File: src/hw/npc_axi_pkg.sv
package npc_axi_pkg;

  // bus geometry
  localparam int unsigned MEM_WORDS  = 1024;
  localparam int unsigned WORD_BYTES = 8;
  localparam int unsigned WORD_OFF   = $clog2(WORD_BYTES);  // byte offset bits in a beat
  localparam int unsigned MEM_IDX_W  = $clog2(MEM_WORDS);

  typedef logic [31:0]          addr_t;
  typedef logic [63:0]          data_t;
  typedef logic [7:0]           strb_t;
  typedef logic [7:0]           len_t;     // beats minus one
  typedef logic [2:0]           size_t;
  typedef logic [1:0]           burst_t;
  typedef logic [1:0]           resp_t;
  typedef logic [MEM_IDX_W-1:0] mem_idx_t; // word index into the sram

  // only 8-byte incrementing bursts on this bus
  localparam size_t  SIZE_8B    = 3'd3;
  localparam burst_t BURST_INCR = 2'b01;
  localparam resp_t  RESP_OKAY  = 2'b00;

endpackage

File: src/hw/npc_arbiter.sv
`timescale 1ns/1ps

module npc_arbiter (
  input  logic                 clk,
  input  logic                 arst_n,
  // fetch master, read only
  input  logic                 ifu_arvalid,
  input  npc_axi_pkg::addr_t   ifu_araddr,
  input  npc_axi_pkg::len_t    ifu_arlen,
  output logic                 ifu_arready,
  output logic                 ifu_rvalid,
  output npc_axi_pkg::data_t   ifu_rdata,
  output logic                 ifu_rlast,
  input  logic                 ifu_rready,
  // data master
  input  logic                 mem_arvalid,
  input  npc_axi_pkg::addr_t   mem_araddr,
  input  npc_axi_pkg::len_t    mem_arlen,
  output logic                 mem_arready,
  output logic                 mem_rvalid,
  output npc_axi_pkg::data_t   mem_rdata,
  output logic                 mem_rlast,
  input  logic                 mem_rready,
  input  logic                 mem_awvalid,
  input  npc_axi_pkg::addr_t   mem_awaddr,
  input  npc_axi_pkg::len_t    mem_awlen,
  output logic                 mem_awready,
  input  logic                 mem_wvalid,
  input  npc_axi_pkg::data_t   mem_wdata,
  input  npc_axi_pkg::strb_t   mem_wstrb,
  input  logic                 mem_wlast,
  output logic                 mem_wready,
  output logic                 mem_bvalid,
  output npc_axi_pkg::resp_t   mem_bresp,
  input  logic                 mem_bready,
  // slave side
  output logic                 s_arvalid,
  output npc_axi_pkg::addr_t   s_araddr,
  output npc_axi_pkg::len_t    s_arlen,
  output npc_axi_pkg::size_t   s_arsize,
  output npc_axi_pkg::burst_t  s_arburst,
  input  logic                 s_arready,
  input  logic                 s_rvalid,
  input  npc_axi_pkg::data_t   s_rdata,
  input  logic                 s_rlast,
  output logic                 s_rready,
  output logic                 s_awvalid,
  output npc_axi_pkg::addr_t   s_awaddr,
  output npc_axi_pkg::len_t    s_awlen,
  input  logic                 s_awready,
  output logic                 s_wvalid,
  output npc_axi_pkg::data_t   s_wdata,
  output npc_axi_pkg::strb_t   s_wstrb,
  output logic                 s_wlast,
  input  logic                 s_wready,
  input  logic                 s_bvalid,
  input  npc_axi_pkg::resp_t   s_bresp,
  output logic                 s_bready
);

  typedef enum logic [1:0] {OWN_NONE, OWN_IFU, OWN_MEM} owner_e;

  owner_e owner_q;
  logic   gnt_mem, gnt_ifu;

  // data side first, fetch only when data is quiet
  assign gnt_mem = (owner_q == OWN_NONE) && mem_arvalid;
  assign gnt_ifu = (owner_q == OWN_NONE) && !mem_arvalid && ifu_arvalid;

  assign s_arvalid   = gnt_mem || gnt_ifu;
  assign s_araddr    = gnt_mem ? mem_araddr : ifu_araddr;
  assign s_arlen     = gnt_mem ? mem_arlen : ifu_arlen;
  assign s_arsize    = npc_axi_pkg::SIZE_8B;
  assign s_arburst   = npc_axi_pkg::BURST_INCR;
  assign mem_arready = gnt_mem && s_arready;
  assign ifu_arready = gnt_ifu && s_arready;

  // R goes back to whoever holds the channel
  assign ifu_rvalid = s_rvalid && (owner_q == OWN_IFU);
  assign mem_rvalid = s_rvalid && (owner_q == OWN_MEM);
  assign ifu_rdata  = s_rdata;
  assign mem_rdata  = s_rdata;
  assign ifu_rlast  = s_rlast;
  assign mem_rlast  = s_rlast;
  assign s_rready   = (owner_q == OWN_MEM) ? mem_rready :
                      (owner_q == OWN_IFU) ? ifu_rready : 1'b0;

  always_ff @(posedge clk or negedge arst_n) begin
    if (!arst_n) begin
      owner_q <= OWN_NONE;
    end else if (owner_q == OWN_NONE) begin
      if (s_arvalid && s_arready) owner_q <= gnt_mem ? OWN_MEM : OWN_IFU;
    end else if (s_rvalid && s_rready && s_rlast) begin
      owner_q <= OWN_NONE;  // released after the last beat
    end
  end

  // write side has a single user
  assign s_awvalid   = mem_awvalid;
  assign s_awaddr    = mem_awaddr;
  assign s_awlen     = mem_awlen;
  assign mem_awready = s_awready;
  assign s_wvalid    = mem_wvalid;
  assign s_wdata     = mem_wdata;
  assign s_wstrb     = mem_wstrb;
  assign s_wlast     = mem_wlast;
  assign mem_wready  = s_wready;
  assign mem_bvalid  = s_bvalid;
  assign mem_bresp   = s_bresp;
  assign s_bready    = mem_bready;

  // slave must never answer a read nobody was granted
  a_r_owned: assert property (@(posedge clk) disable iff (!arst_n)
    s_rvalid |-> owner_q != OWN_NONE);

endmodule

File: config.mk
export PLATFORM = sky130hd
export DESIGN_NAME = npc_arbiter
export DESIGN_NICKNAME = d
export VERILOG_FILES = /design/src/hw/npc_axi_pkg.sv /design/src/hw/npc_arbiter.sv
export SDC_FILE = /design/constraint.sdc
export NUM_CORES = 1
export LEC_CHECK = 0
export ABC_CLOCK_PERIOD_IN_PS = 1760
export BUFFER_PORTS_ARGS = -buffer_cell sky130_fd_sc_hd__buf_4
export CAP_MARGIN = 20
export CORE_AREA = 2 2 224 226
export CTS_BUF_LIST = sky130_fd_sc_hd__clkbuf_8
export DETAILED_ROUTE_END_ITERATION = 6
export DIE_AREA = 0 0 226 228
export GPL_TIMING_DRIVEN = 0
export MAX_ROUTING_LAYER = met4
export SETUP_SLACK_MARGIN = 0.15
export SLEW_MARGIN = 5
export SYNTH_ARGS = -nofsm -noshare
export SYNTH_HDL_FRONTEND = slang
export SYNTH_SLANG_ARGS = --single-unit
export TNS_END_PERCENT = 30
File: constraint.sdc
create_clock -name clk -period 1.76 [get_ports clk]
set_input_delay 0.44 -clock clk [delete_from_list [all_inputs] [get_ports clk]]
set_output_delay 0.44 -clock clk [all_outputs]
set_load 0.01 [all_outputs]
# ---- After elaboration in Yosys (flattened, before gate mapping)
# Index checks and enable logic that the tools add are counted.
# Widths: inputs -> output; s select.
dict set report totals {
  inputBits 274
  regBits 2
  wordCells 27
  out_inout_bits 302
}
dict set report op_classes {
  n_mux 8
  n_reduce_logical 15
  n_eq_ne 3
}
# operator n
set ops {}
lappend ops {{$mux 32} 1}
lappend ops {{$logic_and 1x1->1} 10}
lappend ops {{$mux 2} 4}
lappend ops {{$mux 8} 1}
lappend ops {{$eq 2x1->1 const B} 1}
lappend ops {{$eq 2x2->1 const B} 1}
lappend ops {{$logic_not 2->1} 1}
lappend ops {{$mux 1} 2}
lappend ops {{$ne 2x1->1 const B} 1}
lappend ops {{$reduce_and 2->1} 1}
lappend ops {{$reduce_bool 2->1} 1}
lappend ops {{$logic_not 1->1} 1}
lappend ops {{$logic_or 1x1->1} 1}

# ---- Depth between registers and ports, before layout
# Gate-level depths: netlist (run 1).
dict set report depth {
  ltp_word 7
  depth_mapped 3
}

# ---- Least setup slack after synthesis (run 1)
# Ideal clock, no wire load.
dict set report synth_path {
  path_kind {register to output}
  from {register owner_q[1]}
  to {output port s_araddr[2]}
  path_stages_with_launch 4
  arrival_time_ps 1289
  setup_slack_ps 31
  n_path_buf 1
  cell_sequence {dfrtp_1 -> nor3b_4 -> buf_6 -> mux2_1}
}
dict set report synth_via {
  elab_chain_cells 3
}
# item line
set synth_rtl {}
lappend synth_rtl {{start, declared} npc_arbiter.sv:63} ;# owner_e owner_q;
lappend synth_rtl {{start signal, assigned} npc_arbiter.sv:92} ;# if (s_arvalid && s_arready) owner_q <= gnt_mem ? OWN_MEM : OWN_IFU;
lappend synth_rtl {{$logic_not 2->1} npc_arbiter.sv:67} ;# assign gnt_mem = (owner_q == OWN_NONE) && mem_arvalid;
lappend synth_rtl {{$logic_and 1x1->1} npc_arbiter.sv:67}
lappend synth_rtl {{$mux 32} npc_arbiter.sv:71} ;# assign s_araddr = gnt_mem ? mem_araddr : ifu_araddr;
lappend synth_rtl {{end, declared} npc_arbiter.sv:38} ;# output npc_axi_pkg::addr_t s_araddr,
# Every way passes these cells.

# ---- Worst setup path in the final report (run 1)
dict set report layout_path {
  from {register owner_q[1]}
  to {output port s_araddr[26]}
}
# Same word-level chain as after synthesis.

==> summary.md, run 1 <==
| Metric | Value |
|---|---|
| Total gr overflow | 0 |
| Antenna violations before repair | 0 |
| Peak supply drop | 312 uV |
| DR iter-0 viols | 42 |
| Worst endpoint required time | 1.32 ns |
| Final design utilization | 0.138 |
| Global-route wire length before repair | 15700 microns |
| Via count | 3217 |
| Largest net degree at the start of global routing | 11 |
| Vias in the first global route | 3094 |
| Top Registers | owner_q x2 |
| Failing checks | negative setup slack |
| Port-buffer cells | 385 |
| Most common cell after layout, fill and taps aside | buf_4 |
| # diodes | 0 |
| Final min period | 2.05 ns |
| Most frequent CP cell | buf_6 |
| Final worst-path setup slack | -0.289 ns |
| Setup Viol. Count Final | 40 |
| Fin crit share | 1.16 |
| Netlist Area Pre-Place | 2590 sq um |
| Via/cell ratio | 2.32 |
| Syn Area/Cell | 8.11 sq um |
| Post-synth EDFFs | 0 |
| Layout Nets | 992 |
| Die Area | 51500 sq um |
| Hold Path Class | in -> async |
| Yosys cell types | 17 |
| Post-synth top flop | dfrtp_1 |
| Die Ht | roughly 230 microns |
| Share of cells above drive strength 1 | 0.972 |
| Hold bufs inserted after CTS | 0 |
| Leakage | 0.00360 uW |
| RSZ-0062 raised after global routing | yes |
| #FFs+latches synth | 2 |
| Crit-path slowest cell | dfrtp_2 |
| P&R area growth vs syn | 162% |
| Max Fanout on Critical Path | 10 |
| Most frequent cells in the layout | buf_4, buf_6, mux2_4 |
| Synth warn | 0 |
| WS Path Type | reg -> out |
| Worst-case reg-to-reg path depth | 3 |
| Initial core utilization | 0.0526 |
| Cells after synthesis | 320 |
| Fillers | around 5600 |
| Detailed-route DRC error count | 0 |
| Total track usage | 0.0389 |
| CORE AREA | 49300 sq um |
| CTS Buffer Depth | 2 |
| # IOs | about 580 |
| Clock latency on the worst-skew pair | 0.21 ns |
| First-pass DRT Iterations | 4 |
| Total Power | a little over 3000 uW |
| F_max | 488 MHz |
| Sequential fraction of the synthesis area | 0.0193 |
| Pwr dens | between 400 and 500 nW/um^2 |
| Num rows | 82 |
| CTS Sinks | 2 |
| CP peak stage delay | 0.41 ns |
| Most flop-heavy register | owner_q |
| CTS Root Cell | clkbuf_8 |
| Max_cap viols | 0 |
| Arrival time of the worst setup path | 1.61 ns |
| TritonCTS clock tree | done |
| Critical Path Start Type | flip-flop |
| Routed Antenna Nets | 0 |
| Post-detail-place hpwl | around 11000 microns |
| Final Max Slew Viols | 0 |
| Chip width | 226 microns |
| CTS Buf Count | 3 |
| Hold Violations, Final | 0 |
| H-tree depth | 1 |
| Status | finished with violations |
| DR WL/cell | 8.78 microns |
| Max reg flops | 2 |
| Final Wtd Congestion | about 0.84 |
| Critical path endpoint category | output port |
| Async SR Flop Fraction | 1.00 |
| Fin Clk Skew | a little over 0.008 ns |
| Final wirelength | 12200 microns |
| Worst-path cell chain | nor3b_4 > buf_6 > buf_12 > mux2_4 > buf_6 |
| Reg clk slew, reported paths | 0.03 ns |
[cell type report]
class | instances | area (sq um) | share of cell area
Buffer | 260 | 2000 | 0.295
Clock buffer | 3 | 41.3 | 0.00608
Clock inverter | 1 | 3.75 | 0.000553
Multi-Input combinational cell | 61 | 746 | 0.110
Sequential cell | 2 | 52.6 | 0.00774
Tap cell | 672 | 841 | 0.124
Timing Repair Buffer | 390 | 3100 | 0.457
[metal layers]
metal	vias up	routed length [microns]	GRT usage	share of wire
li1	1544	-	-	-
met1	1366	3580	0.0331	0.29
met2	291	6990	0.0860	0.57
met3	16	1440	0.00580	0.12
met4	0	190	0.00642	0.016
met5	-	0	-	0
[repair_timing]
action | CTS | global route
gates resized for setup | 53 | 1
setup buffers | 4 | 0
pin swaps | 2 | 1
cloned | 0 | 1
endpoints found under the setup margin | 43 | 44
[critical path, delay by kind of cell (launching register included)]
kind / cells / cell delay (ns)
multiplexers: 1 / 0.33
buffers and inverters: 3 / 0.42
flip-flops: 1 / 0.41
AND/OR/NAND/NOR: 1 / 0.23
[Yosys cell counts (2+ instances only)]
cell type,number,share of area
buf_4,256,0.74
mux2_2,37,0.16
buf_6,4,0.017
mux2_1,3,0.013
a32o_1,2,0.0077
and3_1,2,0.0048
conb_1,2,0.0029
dfrtp_1,2,0.019
nand2_1,2,0.0029
nand4b_1,2,0.0068
nor2_1,2,0.0029
[where the power goes]
part | leakage (uW) | internal [uW] | switching (uW)
clock network | 0.0000269 | 148 | 35.8
logic | 0.00355 | 1790 | 947
registers | 0.0000218 | 74.0 | 27.1
[final timing paths]
path	slack (ns)	to	startpoint
min in group clk	0.51	owner_q[0]	s_arready
worst max-delay path	-0.29	s_araddr[26]	owner_q[1]
worst min register to register	0.70	owner_q[0]	owner_q[0]
worst min-delay path	0.003	owner_q[0]	arst_n
worst max register to register	0.67	owner_q[1]	owner_q[0]
max in group asynchronous	1.65	owner_q[1]	arst_n
[cell families after synthesis]
logic type,synth area share
other cells,0.00290
compound gates,0.0125
buf+inv,0.758
mux,0.174
simple gates,0.0333
flops,0.0193
[stage by stage]
| step | hold WS, ns | worst slack, ns | instance area (sq um) | setup TNS, ns | instances |
|---|---|---|---|---|---|
| 2_1_floorplan | 0.144 | 0.0593 | 2760 | 0 | 323 |
| 3_3_place_gp | 0.222 | -0.366 | 6490 | -13.27 | 1380 |
| 3_5_place_dp | 0.224 | -0.368 | 6490 | -13.59 | 1380 |
| 4_1_cts | 0.00172 | -0.288 | 6760 | -10.53 | 1388 |
| 5_1_grt | 0.00503 | -0.332 | 6790 | -12.40 | 1389 |
| 6_report | 0.00347 | -0.289 | 6790 | -10.47 | 1389 |
Note: power is estimated with default switching activity, not from simulation.
==> run 2: changes to the inputs <==
Settings changed: CORE_AREA 2 2 224 226 to 4 4 220 222, DIE_AREA 0 0 226 228 to 0 0 224 226.
==> run 2 against run 1 <==
The flow still finishes with violations (negative setup slack). Routed wire length grew 21%. Register-to-register slack is essentially flat. First-iteration DRC count shrank 7.1%. Clock skew shrank 0.0037 ns. Critical path type unchanged. Largest power group unchanged.
==> summary.md, run 2 (same netlist as run 1, synthesis figures left out) <==
| Metric | Value |
|---|---|
| Final Wtd Congestion | 0.805 |
| Sw frac | 0.343 |
| Final wirelength | 14700 microns |
| Most flop-heavy register | owner_q |
| DR iter-0 viols | 39 |
| Via count | 3227 |
| Most common cell after layout, fill and taps aside | buf_4 |
| Peak supply drop | 405 uV |
| Finished Layout Cells | ~1300 |
| Chip width | 224 microns |
| Fin crit share | 1.18 |
| RSZ-0062 raised after global routing | yes |
| Antenna violations before repair | 0 |
| Net Sw Power | 1070 uW |
| Max reg flops | 2 |
| R2r startpoint | owner_q[0] |
| Critical Path Start Type | flip-flop |
| Setup Viol. Count Final | 42 |
| Failing checks | negative setup slack |
| Share of cells above drive strength 1 | 0.969 |
| Final min period | 2.08 ns |
| Post-detail-place hpwl | 13700 microns |
| Post-placement cell area | 6410 sq um |
| Critical path endpoint category | output port |
| Arrival time of the worst setup path | 1.64 ns |
| Fin Clk Skew | 0.00457 ns |
| Combinational power share | 0.905 |
| Initial core utilization | 0.0559 |
| CTS Root Cell | clkbuf_8 |
| First-pass DRT Iterations | 4 |
| Share of power burned in registers | 0.035 |
| Post-Place Cells | 1315 |
| Num rows | 79 |
| CP Launch Point | owner_q[0] |
| Worst hold path depth | 2 |
| Worst-case reg-to-reg path depth | 3 |
| H-tree depth | 1 |
| Detailed-route DRC error count | 0 |
| Routed Antenna Nets | 0 |
| Via/cell ratio | 2.43 |
| Clock latency on the worst-skew pair | 0.21 ns |
| Status | finished with violations |
| Vias in the first global route | 3326 |
| WS Path Type | reg -> out |
| R2R Path End | owner_q[1] |
| Final Max Slew Viols | 0 |
| Hold Violations, Final | 0 |
| Clk network pwr share | 0.060 |
| Max_cap viols | 0 |
| Largest net degree at the start of global routing | 11 |
| CTS Buffer Depth | 2 |
| Leakage | 0.00362 uW |
| Place WS | -0.404 ns |
| CTS Buf Count | 3 |
| Total Power | 3130 uW |
| # diodes | 0 |
| Die Ht | 226 microns |
| Top Registers | owner_q x2 |
| Reg2Reg Setup Slack | between 0.6 and 0.7 ns |
| Layout Nets | 995 |
| F_max | 481 MHz |
| TritonCTS clock tree | done |
| Total gr overflow | 0 |
| # IOs | 576 |
| Hold EP | owner_q[0] |
| Total track usage | 0.0477 |
| Hold Path Origin | s_arready |
| Max Fanout on Critical Path | 10 |
| CORE AREA | 46400 sq um |
| Pint | 2060 uW |
| Pwr dens | 463 nW/um^2 |
| Port-buffer cells | 385 |
| Die Area | 50600 sq um |
| Final Cell Area | a little under 7000 sq um |
| Reg clk slew, reported paths | around 0.030 ns |
| Global-route wire length before repair | 18900 microns |
| Hold Path Class | in -> reg |
| Most frequent cells in the layout | buf_4, buf_6, mux2_4 |
| CTS Sinks | 2 |
| P&R area growth vs syn | 161% |
| DR WL/cell | 11.1 microns |
| Final worst-path setup slack | -0.318 ns |
| Worst endpoint required time | around 1.3 ns |
## run 2: cell count changes in the layout (fill, tap and decap cells not counted)
cell | previous run | this run
clkbuf_16 | 1 | 3
dlygate4sd3_1 | 0 | 1
nor2_1 | 1 | 2
nor2_4 | 1 | 0
o21ai_0 | 0 | 1
o21ai_1 | 1 | 0
## run 2: what timing repair did
item / in CTS / in global routing
hold endpoints to repair: 1 / 0
setup buffers: 4 / 0
gates cloned: 0 / 3
hold buffers: 1 / 0
pin swaps: 1 / 1
endpoints found under the setup margin: 43 / 44
resized for setup: 29 / 22
## run 2: layer usage
layer  wire (microns)  global-route usage
met5                0                   -
met4               23             0.00497
met3             1670              0.0136
met2             8140              0.0885
met1             4900              0.0525
## run 2: power by group through the flow
| stage | sequential [uW] | combinational (uW) | clock, uW |
|---|---|---|---|
| after floorplan | 114 | 1360 | 0 |
| after global placement | 122 | 2460 | 0 |
| after detailed placement | 123 | 2470 | 0 |
| after CTS | 105 | 2690 | 195 |
| after global routing | 109 | 3000 | 205 |
| final | 110 | 2830 | 189 |
## run 2: area by class of cell
class	count	area, sq um
fillers	5223	39600
multi-input cells	61	738
repair buffers	393	3160
clock buffers	3	41.3
well taps	607	759
flip-flops and latches	2	52.6
clock inverters	1	3.75
plain buffers	260	2000
## run 2: how the worst max path moves through the flow
stage	endpoint	cells after the start	slack (ns)
after CTS	s_araddr[9]	5	-0.32
final	s_araddr[29]	5	-0.32
after detailed placement	s_araddr[3]	5	-0.40
after global routing	s_araddr[29]	5	-0.39
after floorplan	s_araddr[0]	3	0.06
after global placement	s_araddr[3]	5	-0.40
## run 2: metrics by stage
stage / TNS [ns] / utilization / hold slack (ns)
2_1_floorplan: 0 / - / 0.144
3_3_place_gp: -14.19 / 0.138 / 0.225
3_5_place_dp: -14.82 / 0.138 / 0.225
4_1_cts: -12.10 / 0.142 / 0.496
5_1_grt: -14.74 / 0.146 / 0.513
6_report: -12.03 / 0.146 / 0.497
## run 2: critical path, stage by stage (launching register included)
cell and delay, ns:
dfrtp_2 0.42, nor3b_4 0.23, buf_6 0.17, buf_12 0.15, mux2_4 0.32, buf_6 0.12
==> run 3: changes to the inputs <==
Settings changed: REMOVE_ABC_BUFFERS from default to 1.
==> run 3 against run 2 <==
The flow still finishes with violations (negative setup slack). Combinational power is 37% lower. Register-to-register slack hardly changed. Final area is 57% lower. Clock power is 4% lower. Largest power group unchanged.
==> summary.md, run 3 (same netlist as run 1, synthesis figures left out) <==
| Metric | Value |
|---|---|
| F_max | 473 MHz |
| Sw frac | 0.363 |
| Initial core utilization | 0.0559 |
| Most flop-heavy register | owner_q |
| TritonCTS clock tree | done |
| Detailed-route DRC error count | 0 |
| Die Area | around 51000 sq um |
| Final Wtd Congestion | 1.01 |
| Routed Antenna Nets | 0 |
| Fin Clk Skew | roughly 0.0027 ns |
| CTS Sinks | 2 |
| DR iter-0 viols | 264 |
| Share of cells above drive strength 1 | 0.915 |
| Layout Nets | between 400 and 500 |
| Max_cap viols | 0 |
| First-pass DRT Iterations | 5 |
| # IOs | 576 |
| Clk network pwr share | 0.089 |
| Hold Slack | 0.530 ns |
| DR WL/cell | 75.3 microns |
| Place WS | -0.372 ns |
| Total track usage | 0.235 |
| Total gr overflow | 0 |
| WS Path Type | reg -> out |
| Leakage | 0.00116 uW |
| Global-route wire length before repair | roughly 65000 microns |
| Fin crit share | 1.20 |
| Antenna violations before repair | 0 |
| Failing checks | negative setup slack |
| Final design utilization | 0.0631 |
| Hold Path Class | in -> reg |
| Critical path endpoint category | output port |
| Die Ht | between 200 and 250 microns |
| CORE AREA | about 46000 sq um |
| Most frequent cells in the layout | buf_4, buf_6, mux2_4 |
| Reg clk slew, reported paths | 0.03 ns |
| Status | finished with violations |
| CTS Buf Count | 3 |
| Max Fanout on Critical Path | 11 |
| Final wirelength | 61700 microns |
| Combinational power share | 0.861 |
| Via count | 2196 |
| Max reg flops | 2 |
| CTS Buffer Depth | 2 |
| Final min period | 2.11 ns |
| # diodes | 0 |
| Fillers | 5409 |
| Num rows | 79 |
| CTS Root Cell | clkbuf_8 |
| Worst-case reg-to-reg path depth | 3 |
| Pwr dens | 704 nW/um^2 |
| Final Max Slew Viols | 0 |
| Post-detail-place hpwl | 59000 microns |
| Pint | 1310 uW |
| Via/cell ratio | 2.68 |
| Net Sw Power | 747 uW |
| Peak supply drop | 332 uV |
| Final worst-path setup slack | -0.354 ns |
| Vias in the first global route | 1778 |
| Port-buffer cells | 136 |
| Setup Viol. Count Final | 40 |
| P&R area growth vs syn | 12.8% |
| Top Registers | owner_q x2 |
| H-tree depth | 1 |
| Arrival time of the worst setup path | 1.67 ns |
| Most common cell after layout, fill and taps aside | buf_4 |
| Hold Violations, Final | 0 |
| Setup_tns | -13.39 ns |
| Worst endpoint required time | 1.32 ns |
| Chip width | 224 microns |
| RSZ-0062 raised after global routing | yes |
| Worst hold path depth | 2 |
| Share of power burned in registers | 0.050 |
| Critical Path Start Type | flip-flop |
| Largest net degree at the start of global routing | 14 |
| Clock latency on the worst-skew pair | 0.21 ns |
[run 3: metrics by stage]
stage,area [sq um],cells,power [uW]
3_5_place_dp,2460,809,1350
4_1_cts,2750,817,1880
6_report,2930,819,2060
2_1_floorplan,638,63,661
5_1_grt,2930,819,2160
3_3_place_gp,2420,806,1280
[run 3: final timing paths]
check,from,to,slack [ns]
max in group asynchronous,arst_n,owner_q[1],1.08
worst max register to register,owner_q[0],owner_q[1],0.65
worst max-delay path,owner_q[1],s_araddr[31],-0.35
worst min register to register,owner_q[0],owner_q[0],0.72
worst min-delay path,s_arready,owner_q[0],0.53
min in group asynchronous,arst_n,owner_q[0],0.58
[run 3: power by group through the flow]
stage / logic [uW] / registers, uW / clock network (uW)
3_5_place_dp: 1220 / 125 / 0
4_1_cts: 1590 / 102 / 185
3_3_place_gp: 1160 / 120 / 0
5_1_grt: 1870 / 105 / 193
6_report: 1770 / 104 / 182
2_1_floorplan: 549 / 112 / 0
[run 3: area by class of cell]
class / count / area, sq um / share of cell area
sequential: 2 / 52.6 / 0.0180
multi-input combinational: 61 / 741 / 0.253
clock buffer: 3 / 41.3 / 0.0141
tap: 607 / 759 / 0.260
timing repair buffer: 146 / 1330 / 0.455
[run 3: per-layer routing]
metal  GRT usage  vias up  part of all wire
li1            -      535                 -
met1      0.0800      917              0.12
met2       0.480      714              0.58
met3       0.303       30              0.28
met4      0.0286        0             0.017
met5           -        -                 0
[run 3: critical path: stages (launching register included)]
cell	delay [ns]
dfrtp_2	0.42
nor3b_4	0.23
buf_12	0.19
buf_12	0.16
mux2_4	0.31
buf_6	0.13
[run 3: what timing repair did]
| item | in CTS | in global routing |
|---|---|---|
| hold buffers | 0 | 1 |
| endpoints found under the hold margin | 0 | 1 |
| pin swaps | 2 | 2 |
| cloned | 1 | 1 |
| gates resized for setup | 53 | 36 |
| buffers inserted | 4 | 0 |
| endpoints found under the setup margin | 44 | 44 |
